### src/mbist_pkg.sv
package mbist_pkg;

  //////////////////////////////////////////////////
  // Widths

  // Control counter and the address slice taken from it
  localparam int CTRL_W = 21;
  localparam int ADDR_W = 10;

  // Cache read word widths
  localparam int DC_DATA_W = 72;
  localparam int IC_DATA_W = 68;

  // Cache address fields
  localparam int DC_INDEX_W = 7;
  localparam int IC_INDEX_W = 8;
  localparam int WAY_W      = 2;

  // Write data is one byte, expanded by the cache into a full word
  localparam int PATTERN_W = 8;

  //////////////////////////////////////////////////
  // Timing

  // Stages between the counter end bit and done, covers reads in flight
  localparam int DRAIN_CYCLES = 4;

  // Cycles from a read strobe at the port to its data
  localparam int READ_LATENCY = 1;

  //////////////////////////////////////////////////
  // Encodings

  // March elements
  // Elements 0, 1, 2 and 6 walk upward, the rest walk downward
  // Elements 6 and 7 are read, write, write, read
  typedef enum logic [2:0] {
    ME_INIT  = 3'd0,
    ME_UP_A  = 3'd1,
    ME_UP_B  = 3'd2,
    ME_DN_A  = 3'd3,
    ME_DN_B  = 3'd4,
    ME_DN_C  = 3'd5,
    ME_UP_4C = 3'd6,
    ME_DN_4C = 3'd7
  } march_elem_e;

  // Data backgrounds
  typedef enum logic [1:0] {
    BG_AA = 2'd0,
    BG_99 = 2'd1,
    BG_CC = 2'd2,
    BG_00 = 2'd3
  } data_bg_e;

  //////////////////////////////////////////////////
  // Structs

  // Control counter layout, msb first
  typedef struct packed {
    logic              done_bit;
    logic              icache_sel;
    data_bg_e          bg;
    logic              addr_mix;
    logic              word_sel;
    march_elem_e       elem;
    logic [ADDR_W-1:0] addr;
    logic [1:0]        rw_phase;
  } ctrl_word_t;

  // Data cache request
  typedef struct packed {
    logic                  read;
    logic                  write;
    logic                  word;
    logic [WAY_W-1:0]      way;
    logic [DC_INDEX_W-1:0] index;
  } dc_req_t;

  // Instruction cache request
  typedef struct packed {
    logic                  read;
    logic                  write;
    logic                  word;
    logic [WAY_W-1:0]      way;
    logic [IC_INDEX_W-1:0] index;
  } ic_req_t;

endpackage

### src/mbist_march_ctrl.sv
`timescale 1ns/1ps

module mbist_march_ctrl (
  input  logic                  rclk,
  input  logic                  arst_n,
  input  logic                  mbist_start,
  input  logic                  mbist_stop_on_fail,
  input  logic                  dcache_fail,
  input  logic                  icache_fail,
  output mbist_pkg::ctrl_word_t ctrl,
  output logic                  run,
  output logic                  restart,
  output logic                  mbist_done
);

  import mbist_pkg::*;

  // Start sampling
  logic start_q;
  logic start_q2;

  // Mode latched at start
  logic stop_on_fail_q;

  // Control counter
  logic [CTRL_W-1:0] cnt_q;
  logic [CTRL_W-1:0] cnt_d;
  ctrl_word_t        cw_raw;
  ctrl_word_t        cw;
  logic              four_cycle;
  logic [1:0]        step;

  // Completion
  logic                    fail_stop;
  logic                    done_int;
  logic [DRAIN_CYCLES-1:0] drain_q;

  //////////////////////////////////////////////////
  // Start edge and mode latch

  always_ff @(posedge rclk or negedge arst_n) begin
    if (!arst_n) begin
      start_q  <= 1'b0;
      start_q2 <= 1'b0;
    end else begin
      start_q  <= mbist_start;
      start_q2 <= start_q;
    end
  end

  // One cycle after the first high sample of mbist_start
  assign restart = start_q & ~start_q2;

  always_ff @(posedge rclk or negedge arst_n) begin
    if (!arst_n) begin
      stop_on_fail_q <= 1'b0;
    end else if (restart) begin
      stop_on_fail_q <= mbist_stop_on_fail;
    end
  end

  //////////////////////////////////////////////////
  // Control counter

  assign cw_raw = ctrl_word_t'(cnt_q);

  // Data cache only covers the upper half of the address space
  // The forced bit is stored back, so the carry skips the lower half
  always_comb begin
    cw = cw_raw;
    if (!cw_raw.icache_sel) begin
      cw.addr[ADDR_W-1] = 1'b1;
    end
  end

  assign four_cycle = (cw.elem == ME_UP_4C) || (cw.elem == ME_DN_4C);

  // Two-cycle elements skip rw_phase[0]
  assign step = four_cycle ? 2'd1 : 2'd2;

  always_comb begin
    if (restart) begin
      cnt_d = '0;
    end else if (run) begin
      cnt_d = CTRL_W'(cw) + CTRL_W'(step);
    end else begin
      cnt_d = CTRL_W'(cw);
    end
  end

  always_ff @(posedge rclk or negedge arst_n) begin
    if (!arst_n) begin
      cnt_q <= '0;
    end else begin
      cnt_q <= cnt_d;
    end
  end

  assign ctrl = cw;

  //////////////////////////////////////////////////
  // Run and done

  assign fail_stop = stop_on_fail_q & (dcache_fail | icache_fail);
  assign done_int  = fail_stop | cw.done_bit;

  // Paused while mbist_start is low, finished once done_int is set
  assign run = start_q & start_q2 & ~done_int;

  // Drain so the last reads reach the fail flags before done
  always_ff @(posedge rclk or negedge arst_n) begin
    if (!arst_n) begin
      drain_q <= '0;
    end else if (restart) begin
      drain_q <= '0;
    end else begin
      drain_q <= {drain_q[DRAIN_CYCLES-2:0], cw.done_bit};
    end
  end

  assign mbist_done = fail_stop | drain_q[DRAIN_CYCLES-1];

  //////////////////////////////////////////////////
  // Checks

  // Done only after the counter has stopped stepping
  a_run_not_done: assert property (
    @(posedge rclk) disable iff (!arst_n)
    !(run && mbist_done)
  ) else $error("run and mbist_done high together");

endmodule

### src/mbist_pattern_gen.sv
`timescale 1ns/1ps

module mbist_pattern_gen (
  input  logic                             rclk,
  input  logic                             arst_n,
  input  mbist_pkg::ctrl_word_t            ctrl,
  input  logic                             run,
  input  logic                             restart,
  output mbist_pkg::dc_req_t               dc_req,
  output mbist_pkg::ic_req_t               ic_req,
  output logic [mbist_pkg::PATTERN_W-1:0]  wdata
);

  import mbist_pkg::*;

  logic                 up_march;
  logic                 four_cycle;
  logic [ADDR_W-1:0]    addr_dir;
  logic [ADDR_W-1:0]    addr_mixed;
  logic                 write_now;
  logic                 read_now;
  logic                 true_data;
  logic [PATTERN_W-1:0] pattern;
  logic [PATTERN_W-1:0] wdata_d;
  dc_req_t              dc_req_d;
  ic_req_t              ic_req_d;

  //////////////////////////////////////////////////
  // Address

  assign up_march = (ctrl.elem == ME_INIT) || (ctrl.elem == ME_UP_A) ||
                    (ctrl.elem == ME_UP_B) || (ctrl.elem == ME_UP_4C);

  assign addr_dir = up_march ? ctrl.addr : ~ctrl.addr;

  // Mixing rotates the index field differently per cache
  always_comb begin
    if (!ctrl.addr_mix) begin
      addr_mixed = addr_dir;
    end else if (ctrl.icache_sel) begin
      addr_mixed = {addr_dir[9:8], addr_dir[6:0], addr_dir[7]};
    end else begin
      addr_mixed = {addr_dir[9:8], addr_dir[0], addr_dir[7:1]};
    end
  end

  //////////////////////////////////////////////////
  // Strobes and data

  assign four_cycle = (ctrl.elem == ME_UP_4C) || (ctrl.elem == ME_DN_4C);

  assign write_now = run & (four_cycle ? (ctrl.rw_phase[0] ^ ctrl.rw_phase[1])
                                       : ctrl.rw_phase[1]);
  assign read_now  = run & ~write_now & (ctrl.elem != ME_INIT);

  // Polarity flips with the element and with the phase
  assign true_data = ctrl.rw_phase[1] ^ ~ctrl.elem[0];

  always_comb begin
    case (ctrl.bg)
      BG_AA:   pattern = 8'hAA;
      BG_99:   pattern = 8'h99;
      BG_CC:   pattern = 8'hCC;
      default: pattern = 8'h00;
    endcase
  end

  assign wdata_d = true_data ? pattern : ~pattern;

  always_comb begin
    dc_req_d.read  = read_now & ~ctrl.icache_sel;
    dc_req_d.write = write_now & ~ctrl.icache_sel;
    dc_req_d.word  = ctrl.word_sel;
    dc_req_d.way   = addr_mixed[8:7] & {WAY_W{run}};
    dc_req_d.index = addr_mixed[DC_INDEX_W-1:0];

    ic_req_d.read  = read_now & ctrl.icache_sel;
    ic_req_d.write = write_now & ctrl.icache_sel;
    ic_req_d.word  = ctrl.word_sel;
    ic_req_d.way   = addr_mixed[9:8] & {WAY_W{run}};
    ic_req_d.index = addr_mixed[IC_INDEX_W-1:0];
  end

  //////////////////////////////////////////////////
  // Port registers

  always_ff @(posedge rclk or negedge arst_n) begin
    if (!arst_n) begin
      dc_req <= '0;
      ic_req <= '0;
      wdata  <= '0;
    end else if (restart) begin
      dc_req <= '0;
      ic_req <= '0;
      wdata  <= '0;
    end else begin
      dc_req <= dc_req_d;
      ic_req <= ic_req_d;
      wdata  <= wdata_d;
    end
  end

  // One access type per cache and cycle
  a_strobe_excl: assert property (
    @(posedge rclk) disable iff (!arst_n)
    !(dc_req.read && dc_req.write) && !(ic_req.read && ic_req.write)
  ) else $error("read and write strobes high together");

endmodule

### src/mbist_result_check.sv
`timescale 1ns/1ps

module mbist_result_check (
  input  logic                             rclk,
  input  logic                             arst_n,
  input  logic                             restart,
  input  mbist_pkg::dc_req_t               dc_req,
  input  mbist_pkg::ic_req_t               ic_req,
  input  logic [mbist_pkg::PATTERN_W-1:0]  wdata,
  input  logic [mbist_pkg::DC_DATA_W-1:0]  dcache_data_in,
  input  logic [mbist_pkg::IC_DATA_W-1:0]  icache_data_in,
  output logic                             dcache_fail,
  output logic                             icache_fail
);

  import mbist_pkg::*;

  // Last stage lines up with the captured read data
  localparam int PIPE_D  = READ_LATENCY + 1;
  localparam int DC_REPS = DC_DATA_W / PATTERN_W;
  localparam int IC_REPS = IC_DATA_W / PATTERN_W;

  // Read strobes and expected bytes in flight
  logic [PIPE_D-1:0]    dc_rd_pipe;
  logic [PIPE_D-1:0]    ic_rd_pipe;
  logic [PATTERN_W-1:0] byte_pipe [PIPE_D];

  // Captured read word and its expectation
  logic [DC_DATA_W-1:0] cap_q;
  logic [PATTERN_W-1:0] exp_byte;
  logic [DC_DATA_W-1:0] dc_expect;
  logic [IC_DATA_W-1:0] ic_expect;
  logic                 dc_sel;
  logic                 ic_sel;
  logic                 dc_mismatch;
  logic                 ic_mismatch;

  //////////////////////////////////////////////////
  // Read pipeline

  always_ff @(posedge rclk or negedge arst_n) begin
    if (!arst_n) begin
      dc_rd_pipe <= '0;
      ic_rd_pipe <= '0;
    end else if (restart) begin
      dc_rd_pipe <= '0;
      ic_rd_pipe <= '0;
    end else begin
      dc_rd_pipe <= {dc_rd_pipe[PIPE_D-2:0], dc_req.read};
      ic_rd_pipe <= {ic_rd_pipe[PIPE_D-2:0], ic_req.read};
    end
  end

  // Byte at the port during a read is the expected byte
  always_ff @(posedge rclk) begin
    byte_pipe[0] <= wdata;
    for (int i = 1; i < PIPE_D; i++) begin
      byte_pipe[i] <= byte_pipe[i-1];
    end
  end

  //////////////////////////////////////////////////
  // Capture

  // Stage that sees the returning data of the read
  assign dc_sel = dc_rd_pipe[READ_LATENCY-1];
  assign ic_sel = ic_rd_pipe[READ_LATENCY-1];

  always_ff @(posedge rclk) begin
    if (dc_sel) begin
      cap_q <= dcache_data_in;
    end else if (ic_sel) begin
      cap_q <= {{(DC_DATA_W-IC_DATA_W){1'b0}}, icache_data_in};
    end
  end

  //////////////////////////////////////////////////
  // Compare

  assign exp_byte = byte_pipe[PIPE_D-1];

  assign dc_expect = {DC_REPS{exp_byte}};

  // Instruction word carries the low nibble on top
  assign ic_expect = {exp_byte[PATTERN_W/2-1:0], {IC_REPS{exp_byte}}};

  assign dc_mismatch = (cap_q != dc_expect);
  assign ic_mismatch = (cap_q[IC_DATA_W-1:0] != ic_expect);

  // Sticky until the next start
  always_ff @(posedge rclk or negedge arst_n) begin
    if (!arst_n) begin
      dcache_fail <= 1'b0;
      icache_fail <= 1'b0;
    end else if (restart) begin
      dcache_fail <= 1'b0;
      icache_fail <= 1'b0;
    end else begin
      if (dc_rd_pipe[PIPE_D-1] && dc_mismatch) begin
        dcache_fail <= 1'b1;
      end
      if (ic_rd_pipe[PIPE_D-1] && ic_mismatch) begin
        icache_fail <= 1'b1;
      end
    end
  end

  //////////////////////////////////////////////////
  // Checks

  a_dc_sticky: assert property (
    @(posedge rclk) disable iff (!arst_n)
    $fell(dcache_fail) |-> $past(restart)
  ) else $error("dcache_fail cleared without restart");

  a_ic_sticky: assert property (
    @(posedge rclk) disable iff (!arst_n)
    $fell(icache_fail) |-> $past(restart)
  ) else $error("icache_fail cleared without restart");

endmodule

### src/mbist_engine.sv
`timescale 1ns/1ps

module mbist_engine (
  input  logic                             rclk,
  input  logic                             arst_n,
  input  logic                             mbist_start,
  input  logic                             mbist_stop_on_fail,
  input  logic [mbist_pkg::DC_DATA_W-1:0]  dcache_data_in,
  input  logic [mbist_pkg::IC_DATA_W-1:0]  icache_data_in,
  output mbist_pkg::dc_req_t               dcache_req,
  output mbist_pkg::ic_req_t               icache_req,
  output logic [mbist_pkg::PATTERN_W-1:0]  wdata,
  output logic                             mbist_run,
  output logic                             mbist_done,
  output logic                             dcache_fail,
  output logic                             icache_fail
);

  import mbist_pkg::*;

  ctrl_word_t ctrl;
  logic       restart;

  // Sequencing
  mbist_march_ctrl u_march_ctrl (
    .rclk               (rclk),
    .arst_n             (arst_n),
    .mbist_start        (mbist_start),
    .mbist_stop_on_fail (mbist_stop_on_fail),
    .dcache_fail        (dcache_fail),
    .icache_fail        (icache_fail),
    .ctrl               (ctrl),
    .run                (mbist_run),
    .restart            (restart),
    .mbist_done         (mbist_done)
  );

  // Cache requests
  mbist_pattern_gen u_pattern_gen (
    .rclk    (rclk),
    .arst_n  (arst_n),
    .ctrl    (ctrl),
    .run     (mbist_run),
    .restart (restart),
    .dc_req  (dcache_req),
    .ic_req  (icache_req),
    .wdata   (wdata)
  );

  // Read data checking
  mbist_result_check u_result_check (
    .rclk           (rclk),
    .arst_n         (arst_n),
    .restart        (restart),
    .dc_req         (dcache_req),
    .ic_req         (icache_req),
    .wdata          (wdata),
    .dcache_data_in (dcache_data_in),
    .icache_data_in (icache_data_in),
    .dcache_fail    (dcache_fail),
    .icache_fail    (icache_fail)
  );

endmodule

### config.mk
export PLATFORM = sky130hd
export DESIGN_NAME = mbist_engine
export DESIGN_NICKNAME = d
export VERILOG_FILES = /design/src/mbist_pkg.sv /design/src/mbist_march_ctrl.sv /design/src/mbist_pattern_gen.sv /design/src/mbist_result_check.sv /design/src/mbist_engine.sv
export SDC_FILE = /design/constraint.sdc
export NUM_CORES = 1
export LEC_CHECK = 0
export BUFFER_PORTS_ARGS = -buffer_cell sky130_fd_sc_hd__clkbuf_2
export CORE_MARGIN = 5
export CORE_UTILIZATION = 30
export CTS_BUF_LIST = sky130_fd_sc_hd__clkbuf_16
export DETAILED_ROUTE_END_ITERATION = 10
export SLEW_MARGIN = 30
export SYNTH_ARGS = -nofsm -noshare
export SYNTH_HDL_FRONTEND = slang
export SYNTH_SLANG_ARGS = --single-unit
export TNS_END_PERCENT = 1
### constraint.sdc
create_clock -name rclk -period 4.5 [get_ports rclk]
set_clock_uncertainty 0.2 [all_clocks]
set_input_delay 0.675 -clock rclk [delete_from_list [all_inputs] [get_ports rclk]]
set_output_delay 0.675 -clock rclk [all_outputs]
set_load 0.02 [all_outputs]
==> metrics.md, run 1 <==
| Metric | Value |
|---|---|
| Reg-to-reg slack, setup | 1850 ps |
| LEAKAGE | 3.34 nW |
| TritonCTS Buffers | 17 |
| CP max stage cell | o21ai_0 |
| Synth Warn # | 0 |
| Max Cap Viol | 0 |
| Critical Path Max Stage Delay | 490 ps |
| Clock Tree Root | clkbuf_16 |
| Commonest cells post-synth | edfxtp_1, mux2_2, dfrtp_1 |
| WS Path Type | flip-flop to output pin |
| Post-detail-place hpwl | 11200 um |
| Register area share after synthesis | 0.583 |
| Initial core utilization | 0.302 |
| Top_reg_cell synth | edfxtp_1 |
| GRT Total Usage | 0.126 |
| Mapped Area | 6300 um^2 |
| DR iter-0 viols | 237 |
| GRT overflow | 0 |
| Status | complete, no violations |
| Worst slew margin relative to its limit | 0.433 |
| Core area | 20800 um^2 |
| Vias | 4307 |
| EDFF count, synth | 72 |
| RSZ-0062 raised after global routing | no |
| Routability Congestion | 0.823 |
| First-pass GRT wire length | 23200 um |
| FF+latch area | 3670 um^2 |
| Initial antenna violation count | 0 |
| VDD IR max | 0.226 mV |
| Synth area leaders | edfxtp_1, dfrtp_1, mux2_2 |
| H-tree depth | 4 |
| DRC viols | 0 |
| Clock Tree Buf Depth | 2 |
| Crit Path Max Fanout | 11 |
| Via density | 4.55 |
| Avg Inst Size Synth | 12.7 um^2 |
| Ordered cell list for the critical path | o21ai_0 -> nand2_1 -> inv_1 -> clkbuf_2 |
| Antenna diodes | 0 |
| Port Buf Inserts | 180 |
| Die height | 155 um |
| Critical Path Source Type | flip-flop |
| Worst-Margin Slew | 851 ps |
| Tmin final | 3050 ps |
| Register bit count reported by yosys | 134 |
| Reg2reg start | u_march_ctrl.cnt_q[13] |
| Worst Hold Class | input pin to async pin |
| Number of distinct library cells after synthesis | 46 |
| Most common cell in the synthesized netlist | edfxtp_1 |
| Gate Count Post-Synth | 494 |
| Syn-to-layout area delta | 26.5% |
| Io pins | 181 |
| Fin util | 0.383 |
| Pin count of the biggest net entering global routing | 73 |
| Yosys top cell area share | 0.343 |
| Multi-input gate area | 2400 um^2 |
| Fmax | 0.328 GHz |
| Nets | 805 |
| CP arrival | 2170 ps |
| Fraction of layout cells with a size suffix above 1 | 0.431 |
| PD cells | 365 nW/um^2 |
| Setup Total Neg Slack | 0 ps |
| Vias in the first global route | 4257 |
| CP Buf/Inv Count | 2 |
| # setup viols final | 0 |
| Syn_nets | 641 |
| Period utilisation layout | 0.677 |
| Num Clock Sinks | 134 |
| FILL cells | 2024 |
| Total wire length | 15200 um |
| FP Rows | 53 |
| Reg2Reg Depth | 9 |
| Async S/R FF share, synth | 0.403 |
| Max-slew violations | 0 |
| Hold-fix buffer count after cts | 0 |
| CP Data Required Time | 3620 ps |
| Die extent in x | 155 um |
| Critical Path End Type | output pin |
| Resized Gates After CTS | 0 |
| Cell taking the most area after synthesis | edfxtp_1 |
| Clock-pin transition on the worst setup and hold timing paths | 60 ps |
| DRT Pass-1 Iters | 4 |
| Worst r2r dst | u_march_ctrl.cnt_q[18] |
| CP delay by family, top | compound AO/OA/AOI/OAI gates |
| CTS tree | done |
| Die ar. | 24000 um^2 |
| ANT nets after route | 0 |
| Wire per inst | 16.1 um |
| Setup Fix Bufs, Post-CTS | 0 |
| Worst-Skew Late Latency | 410 ps |
| Fin. Hold Viols | 0 |
cell usage in the layout (no fill, tap or decap), types with 2 or more instances in the layout:
| master | n |
|---|---|
| nor2_1 | 44 |
| a21oi_1 | 14 |
| ha_1 | 2 |
| inv_1 | 8 |
| or4_1 | 16 |
| edfxtp_1 | 72 |
| o21ai_0 | 9 |
| xor2_1 | 13 |
| clkinv_2 | 3 |
| clkbuf_2 | 180 |
| and2_1 | 15 |
| nor3_1 | 10 |
| or3_1 | 2 |
| nand2_1 | 21 |
| mux2i_1 | 24 |
| bufinv_16 | 3 |
| dfrtp_1 | 53 |
| nor4_1 | 3 |
| nand2b_1 | 2 |
| dfxtp_1 | 8 |
| mux2_2 | 68 |
| clkinv_1 | 3 |
| xnor2_1 | 22 |
| buf_4 | 4 |
| clkbuf_16 | 17 |
| nor2b_1 | 2 |
| nand4_1 | 23 |
| nand3_1 | 5 |
sequential cells by signal (all words and copies together) (netlist names):
name                         count
u_result_check.dc_rd_pipe        2
u_pattern_gen.dc_req            10
u_result_check.icache_fail       1
u_result_check.ic_rd_pipe        2
u_march_ctrl.start_q2            1
u_result_check.byte_pipe         8
u_march_ctrl.drain_q             4
u_result_check.cap_q            72
u_pattern_gen.ic_req             6
u_pattern_gen.wdata              4
u_result_check.dcache_fail       1
u_march_ctrl.cnt_q              21
u_march_ctrl.stop_on_fail_q      1
u_march_ctrl.start_q             1
kinds of logic (layout without fill, tap and decap cells):
family,count (synthesis),after routing,share of synthesized area
adders and majority gates,3,3,0.00715
muxes,92,92,0.160
xor gates and xnor gates,35,35,0.0487
DFF,134,134,0.583
AOI/OAI and AO/OA,32,32,0.0296
and+or+nand+nor,154,154,0.135
buffers and inverters,44,221,0.0362
report_power, final:
group	switching (W)	internal [W]	leakage, nW
clock network	0.000503	0.000854	0.294
logic	0.0000939	0.000100	1.59
registers	0.0000363	0.00132	1.46
total	0.000633	0.00227	3.34
worst reg2reg max path, delay by kind of cell (launching register included):
family,cells,cell delay [ps]
adders and majority gates,2,420
buffers and inverters,1,90
DFF,1,480
and+or+nand+nor,4,1030
AOI/OAI and AO/OA,2,330
metal layers:
metal | global-route usage | routed length (um)
met3 | 0.0451 | 1120
met2 | 0.205 | 7310
met4 | 0.0294 | 148
met5 | 0 | 0
met1 | 0.160 | 6650
worst max-delay path by stage:
stage | startpoint | to | slack, ps | cells after the start
6_report | u_result_check.icache_fail | mbist_run | 1450 | 4
5_1_grt | u_result_check.icache_fail | mbist_run | 1220 | 4
4_1_cts | u_result_check.icache_fail | mbist_run | 1410 | 4
3_5_place_dp | u_result_check.icache_fail | mbist_run | 1870 | 4
3_3_place_gp | u_result_check.icache_fail | mbist_run | 1930 | 4
2_1_floorplan | u_result_check.dc_rd_pipe[0] | u_result_check.cap_q[0] | 2030 | 3
metrics by stage:
stage	std cells	hold WS (ps)	setup WS, ps	total power (W)	instance area [um^2]
final	946	71.1	1450	0.00290	7970
after global routing	946	105	1220	0.00303	7970
after CTS	945	84.8	1410	0.00294	7940
after detailed placement	913	112	1870	0.00158	7360
after global placement	913	113	1930	0.00157	7360
after floorplan	494	110	2030	0.00147	6300
final cells by class:
type,instances,share of cell area
clock buffers,17,0.0534
well taps,275,0.0432
inverters,4,0.00189
clock inverters,15,0.0185
repair buffers,185,0.120
multi-input cells,316,0.301
flip-flops and latches,134,0.461
Note: power is estimated with default switching activity, not from simulation.
==> inputs of run 2 (changes only) <==
==> constraint.sdc (replaced) <==
create_clock -name rclk -period 3 [get_ports rclk]
set_clock_uncertainty 0.2 [all_clocks]
set_input_delay 0.45 -clock rclk [delete_from_list [all_inputs] [get_ports rclk]]
set_output_delay 0.45 -clock rclk [all_outputs]
set_load 0.02 [all_outputs]
==> run 2 against run 1 <==
Effect of this change: total power increased by 57%; first-iteration DRC count decreased by 30%; cell count increased by 0.74%; critical path depth increased by 5; flip-flop and latch count unchanged; die area unchanged; worst setup slack got worse by 1100 ps; critical path type is now flip-flop to flip-flop; non-clock buffer count increased by 7; sequential power increased by 50%; utilization increased by 0.58 points; highest routed layer unchanged.
==> metrics.md, run 2 (synthesis results as in run 1) <==
| Metric | Value |
|---|---|
| H-tree depth | 4 |
| Largest regs | u_result_check.cap_q: 72 flops, u_march_ctrl.cnt_q: 21 flops, u_pattern_gen.dc_req: 10 flops |
| Critical Path End Type | flip-flop |
| Ordered cell list for the critical path | nand2_1 -> inv_1 -> ha_1 -> fa_1 -> and2_1 -> nand4b_1 -> nor3_2 -> a21oi_1 -> a31o_2 |
| Port Buf Inserts | 180 |
| Status | complete, no violations |
| Max reg flops | 72 |
| WS Path Type | flip-flop to flip-flop |
| Via density | 4.53 |
| ANT nets after route | 0 |
| Die extent in x | 155 um |
| CP arrival | 2730 ps |
| Routability Congestion | 0.789 |
| First-pass GRT wire length | 22900 um |
| Final instance area | 8090 um^2 |
| Max Cap Viol | 0 |
| Initial core utilization | 0.302 |
| Wire per inst | 15.7 um |
| Commonest cells after routing, fill and taps aside | clkbuf_2, edfxtp_1, mux2_2 |
| Io pins | 181 |
| Nets | 812 |
| Fmax | 0.380 GHz |
| Die ar. | 24000 um^2 |
| FILL cells | 1992 |
| Total power | 0.00456 W |
| CP delay by family, top | simple AND/OR/NAND/NOR gates |
| Top reg by flops | u_result_check.cap_q |
| Resized Gates After CTS | 0 |
| Worst slew margin relative to its limit | 0.417 |
| DRT Pass-1 Iters | 4 |
| PD cells | 563 nW/um^2 |
| Critical Path Source Type | flip-flop |
| DR iter-0 viols | 167 |
| GRT overflow | 0 |
| Worst Hold Class | input pin to flip-flop |
| Total wire length | 14900 um |
| TritonCTS Buffers | 17 |
| Fraction of layout cells with a size suffix above 1 | 0.440 |
| Syn-to-layout area delta | 28.4% |
| Placement Cell Area | 7400 um^2 |
| Post-detail-place hpwl | 11000 um |
| Worst-Margin Slew | 875 ps |
| Clock Tree Root | clkbuf_16 |
| Fin. Hold Viols | 0 |
| Vias in the first global route | 4270 |
| GRT Total Usage | 0.124 |
| # setup viols final | 0 |
| CP Data Required Time | 3100 ps |
| CTS tree | done |
| Most common cell after layout, fill and taps aside | clkbuf_2 |
| Core area | 20800 um^2 |
| Num Clock Sinks | 134 |
| Critical Path Max Stage Delay | 490 ps |
| VDD IR max | 0.323 mV |
| Clock Tree Buf Depth | 2 |
| Setup Fix Bufs, Post-CTS | 0 |
| Die height | 155 um |
| CP max stage cell | dfrtp_1 |
| Worst-Skew Late Latency | 410 ps |
| Antenna diodes | 0 |
| Initial antenna violation count | 0 |
| Vias | 4316 |
| Clock-pin transition on the worst setup and hold timing paths | 60 ps |
| CP Buf/Inv Count | 1 |
| Pin count of the biggest net entering global routing | 74 |
| LEAKAGE | 3.39 nW |
| FP Rows | 53 |
| Tmin final | 2630 ps |
| Period utilisation layout | 0.877 |
| Max-slew violations | 0 |
| Setup Total Neg Slack | 0 ps |
| RSZ-0062 raised after global routing | no |
| Crit Path Max Fanout | 8 |
| DRC viols | 0 |
==> run 2: cell type report <==
| cell class | instances | area (um^2) | share of cell area |
|---|---|---|---|
| clock buffer | 17 | 425 | 0.0526 |
| multi-input combinational | 316 | 2400 | 0.297 |
| tap | 275 | 344 | 0.0426 |
| inverter | 4 | 15.0 | 0.00186 |
| clock inverter | 15 | 210 | 0.0260 |
| timing repair buffer | 192 | 1020 | 0.126 |
| sequential | 134 | 3670 | 0.455 |
==> run 2: stage by stage <==
stage           util  setup WS [ps]  instances  hold WS, ps
2_1_floorplan      -            528        494        -45.6
3_3_place_gp   0.355            490        918          112
3_5_place_dp   0.355            419        918          112
4_1_cts        0.387            388        952         52.4
5_1_grt        0.388            144        953         69.3
6_report       0.388            370        953         75.0
==> run 2: routing by layer <==
layer	vias up	share of wire	track usage
li1	2135	-	-
met1	2033	0.43	0.155
met2	140	0.48	0.206
met3	8	0.075	0.0431
met4	0	0.0062	0.0303
met5	-	0	0
==> run 2: what timing repair did <==
item,CTS,global route
setup endpoints to repair,0,0
hold buffers,2,0
hold endpoints to repair,55,0
==> run 2: path summary, 6_finish.rpt <==
check                                                    start                              end  slack, ps  cells past startpoint
max in group asynchronous                               arst_n     u_result_check.dc_rd_pipe[0]       1590                      3
min in group asynchronous                               arst_n          u_pattern_gen.ic_req[8]        500                      3
worst max register to register          u_march_ctrl.cnt_q[13]           u_march_ctrl.cnt_q[18]        370                      9
worst min register to register  u_result_check.byte_pipe[0][7]  u_result_check.byte_pipe[0][11]        130                      0
worst max-delay path                    u_march_ctrl.cnt_q[13]           u_march_ctrl.cnt_q[18]        370                      9
worst min-delay path                        mbist_stop_on_fail      u_march_ctrl.stop_on_fail_q         80                      3
==> run 2: where the power goes <==
group	leakage [nW]	internal [W]	total, W	switching [W]
sequential	1.46	0.00198	0.00203	0.0000537
clock	0.317	0.00147	0.00223	0.000767
combinational	1.62	0.000153	0.000293	0.000140
==> run 2: worst reg2reg max path: stages, from the launching register on <==
cell	delay, ps
dfrtp_1	490
nand2_1	190
inv_1	90
ha_1	180
fa_1	210
and2_1	170
nand4b_1	370
nor3_2	290
a21oi_1	100
a31o_2	220
==> inputs of run 3 (changes only) <==
--- a/config.mk
+++ b/config.mk
@@ -6,10 +6,15 @@
 export NUM_CORES = 1
 export LEC_CHECK = 0
 export BUFFER_PORTS_ARGS = -buffer_cell sky130_fd_sc_hd__clkbuf_2
+export CELL_PAD_IN_SITES_DETAIL_PLACEMENT = 1
+export CELL_PAD_IN_SITES_GLOBAL_PLACEMENT = 1
+export CORE_ASPECT_RATIO = 0.7
 export CORE_MARGIN = 5
 export CORE_UTILIZATION = 30
 export CTS_BUF_LIST = sky130_fd_sc_hd__clkbuf_16
 export DETAILED_ROUTE_END_ITERATION = 10
+export PLACE_DENSITY_LB_ADDON = 0.1
+export REMOVE_ABC_BUFFERS = 1
 export SLEW_MARGIN = 30
 export SYNTH_ARGS = -nofsm -noshare
 export SYNTH_HDL_FRONTEND = slang
==> run 3 against run 2 <==
Effect of this change: total power shrank 5.9%; count of clock-buffer cells in the layout is the same; utilization shrank 0.12 points; highest routed layer unchanged.
==> metrics.md, run 3 (synthesis results as in run 1) <==
| Metric | Value |
|---|---|
| Post-detail-place hpwl | 11600 um |
| # setup viols final | 0 |
| CP Data Required Time | 3100 ps |
| Core area | 20700 um^2 |
| Wire per inst | 16.2 um |
| VDD IR max | 0.359 mV |
| Tmin final | 2720 ps |
| Fraction of layout cells with a size suffix above 1 | 0.442 |
| Io pins | 181 |
| Die extent in x | 183 um |
| CP arrival | 2820 ps |
| Routability Congestion | 0.739 |
| Port Buf Inserts | 180 |
| Final instance area | 8010 um^2 |
| FP Rows | 44 |
| Die ar. | 24000 um^2 |
| Critical Path Source Type | flip-flop |
| FILL cells | 2281 |
| Max reg flops | 72 |
| H-tree depth | 4 |
| Worst slew margin relative to its limit | 0.507 |
| First-pass GRT wire length | 24600 um |
| Placement Cell Area | 7430 um^2 |
| Largest regs | u_result_check.cap_q: 72 flops, u_march_ctrl.cnt_q: 21 flops, u_pattern_gen.dc_req: 10 flops |
| Fin util | 0.387 |
| Top reg by flops | u_result_check.cap_q |
| Max-slew violations | 0 |
| Placed Instances | 918 |
| Clock-pin transition on the worst setup and hold timing paths | 60 ps |
| Total power | 0.00429 W |
| CTS tree | done |
| Vias | 4364 |
| DRC viols | 0 |
| Critical Path End Type | flip-flop |
| Status | complete, no violations |
| Crit Path Max Fanout | 8 |
| TritonCTS Buffers | 17 |
| Final hold slack | 57.1 ps |
| Fin. Hold Viols | 0 |
| Worst-Margin Slew | 737 ps |
| GRT overflow | 0 |
| Worst Hold Class | input pin to flip-flop |
| Antenna diodes | 0 |
| Initial antenna violation count | 0 |
| PD cells | 535 nW/um^2 |
| Resized Gates After CTS | 0 |
| Max Cap Viol | 0 |
| Num Clock Sinks | 134 |
| Nets | 810 |
| Most common cell after layout, fill and taps aside | clkbuf_2 |
| Period utilisation layout | 0.906 |
| Syn-to-layout area delta | 27.3% |
| ANT nets after route | 0 |
| Total wire length | 15400 um |
| DR iter-0 viols | 190 |
| Initial core utilization | 0.304 |
| Non-filler cells, final | 952 |
| Die height | 131 um |
| Vias in the first global route | 4711 |
| Via density | 4.58 |
| WS Path Type | flip-flop to flip-flop |
| Clock Tree Buf Depth | 2 |
| Clock Tree Root | clkbuf_16 |
| Pin count of the biggest net entering global routing | 55 |
| Commonest cells after routing, fill and taps aside | clkbuf_2, edfxtp_1, mux2_2 |
| LEAKAGE | 3.34 nW |
| RSZ-0062 raised after global routing | no |
| GRT Total Usage | 0.129 |
| DRT Pass-1 Iters | 4 |
| Fmax | 0.368 GHz |
| Worst-Skew Late Latency | 420 ps |
-- run 3: cell count changes in the layout (fill, tap and decap cells not counted), moves of 3 or more --
cell       change
buf_4          -4
clkinv_2       -3
inv_6          +5
bufinv_16      -5
buf_12         +3
clkinv_4       +3
-- run 3: layout make-up --
| class | count | area, um^2 | share of cell area |
|---|---|---|---|
| multi-input cells | 316 | 2400 | 0.300 |
| clock inverters | 15 | 134 | 0.0167 |
| clock buffers | 17 | 425 | 0.0531 |
| repair buffers | 190 | 1020 | 0.127 |
| inverters | 4 | 15.0 | 0.00187 |
| flip-flops and latches | 134 | 3670 | 0.459 |
| well taps | 276 | 345 | 0.0431 |
-- run 3: path summary, 6_finish.rpt --
path	slack, ps	startpoint	to	cells after the start
worst max-delay path	280	u_march_ctrl.cnt_q[13]	u_march_ctrl.cnt_q[18]	9
worst min-delay path	60	mbist_stop_on_fail	u_march_ctrl.stop_on_fail_q	3
worst max register to register	280	u_march_ctrl.cnt_q[13]	u_march_ctrl.cnt_q[18]	9
worst min register to register	130	u_result_check.byte_pipe[0][4]	u_result_check.byte_pipe[0][12]	0
max in group asynchronous	1660	arst_n	u_result_check.dc_rd_pipe[0]	3
min in group asynchronous	340	arst_n	u_pattern_gen.dc_req[3]	2
-- run 3: critical path, cell delays in order (launching register included) --
cell	delay [ps]
dfrtp_1	500
nand2_1	190
inv_1	90
ha_1	170
fa_1	230
and2_1	190
nand4b_1	360
nor3_2	340
a21oi_1	120
a31o_2	220
-- run 3: power by group --
part / switching (W) / internal [W] / total [W]
combinational: 0.000140 / 0.000155 / 0.000294
clock: 0.000872 / 0.00109 / 0.00196
sequential: 0.0000545 / 0.00197 / 0.00203
-- run 3: timing repair --
item,in CTS,in global routing
hold buffers,2,0
hold endpoints to repair,18,0
setup buffers,0,0
setup endpoints to repair,0,0
-- run 3: metrics by stage --
step	TNS [ps]	setup slack [ps]
after floorplan	-32720	-454
after global placement	0	411
after detailed placement	0	309
after CTS	0	283
after global routing	0	65.7
final	0	281
-- run 3: routing by layer --
| metal | global-route usage | vias to the layer above | wire, um |
|---|---|---|---|
| met4 | 0.0422 | 0 | 155 |
| met3 | 0.0373 | 13 | 1030 |
| met2 | 0.194 | 125 | 6760 |
| met1 | 0.181 | 2099 | 7460 |
| li1 | - | 2127 | - |
| met5 | 0 | - | 0 |
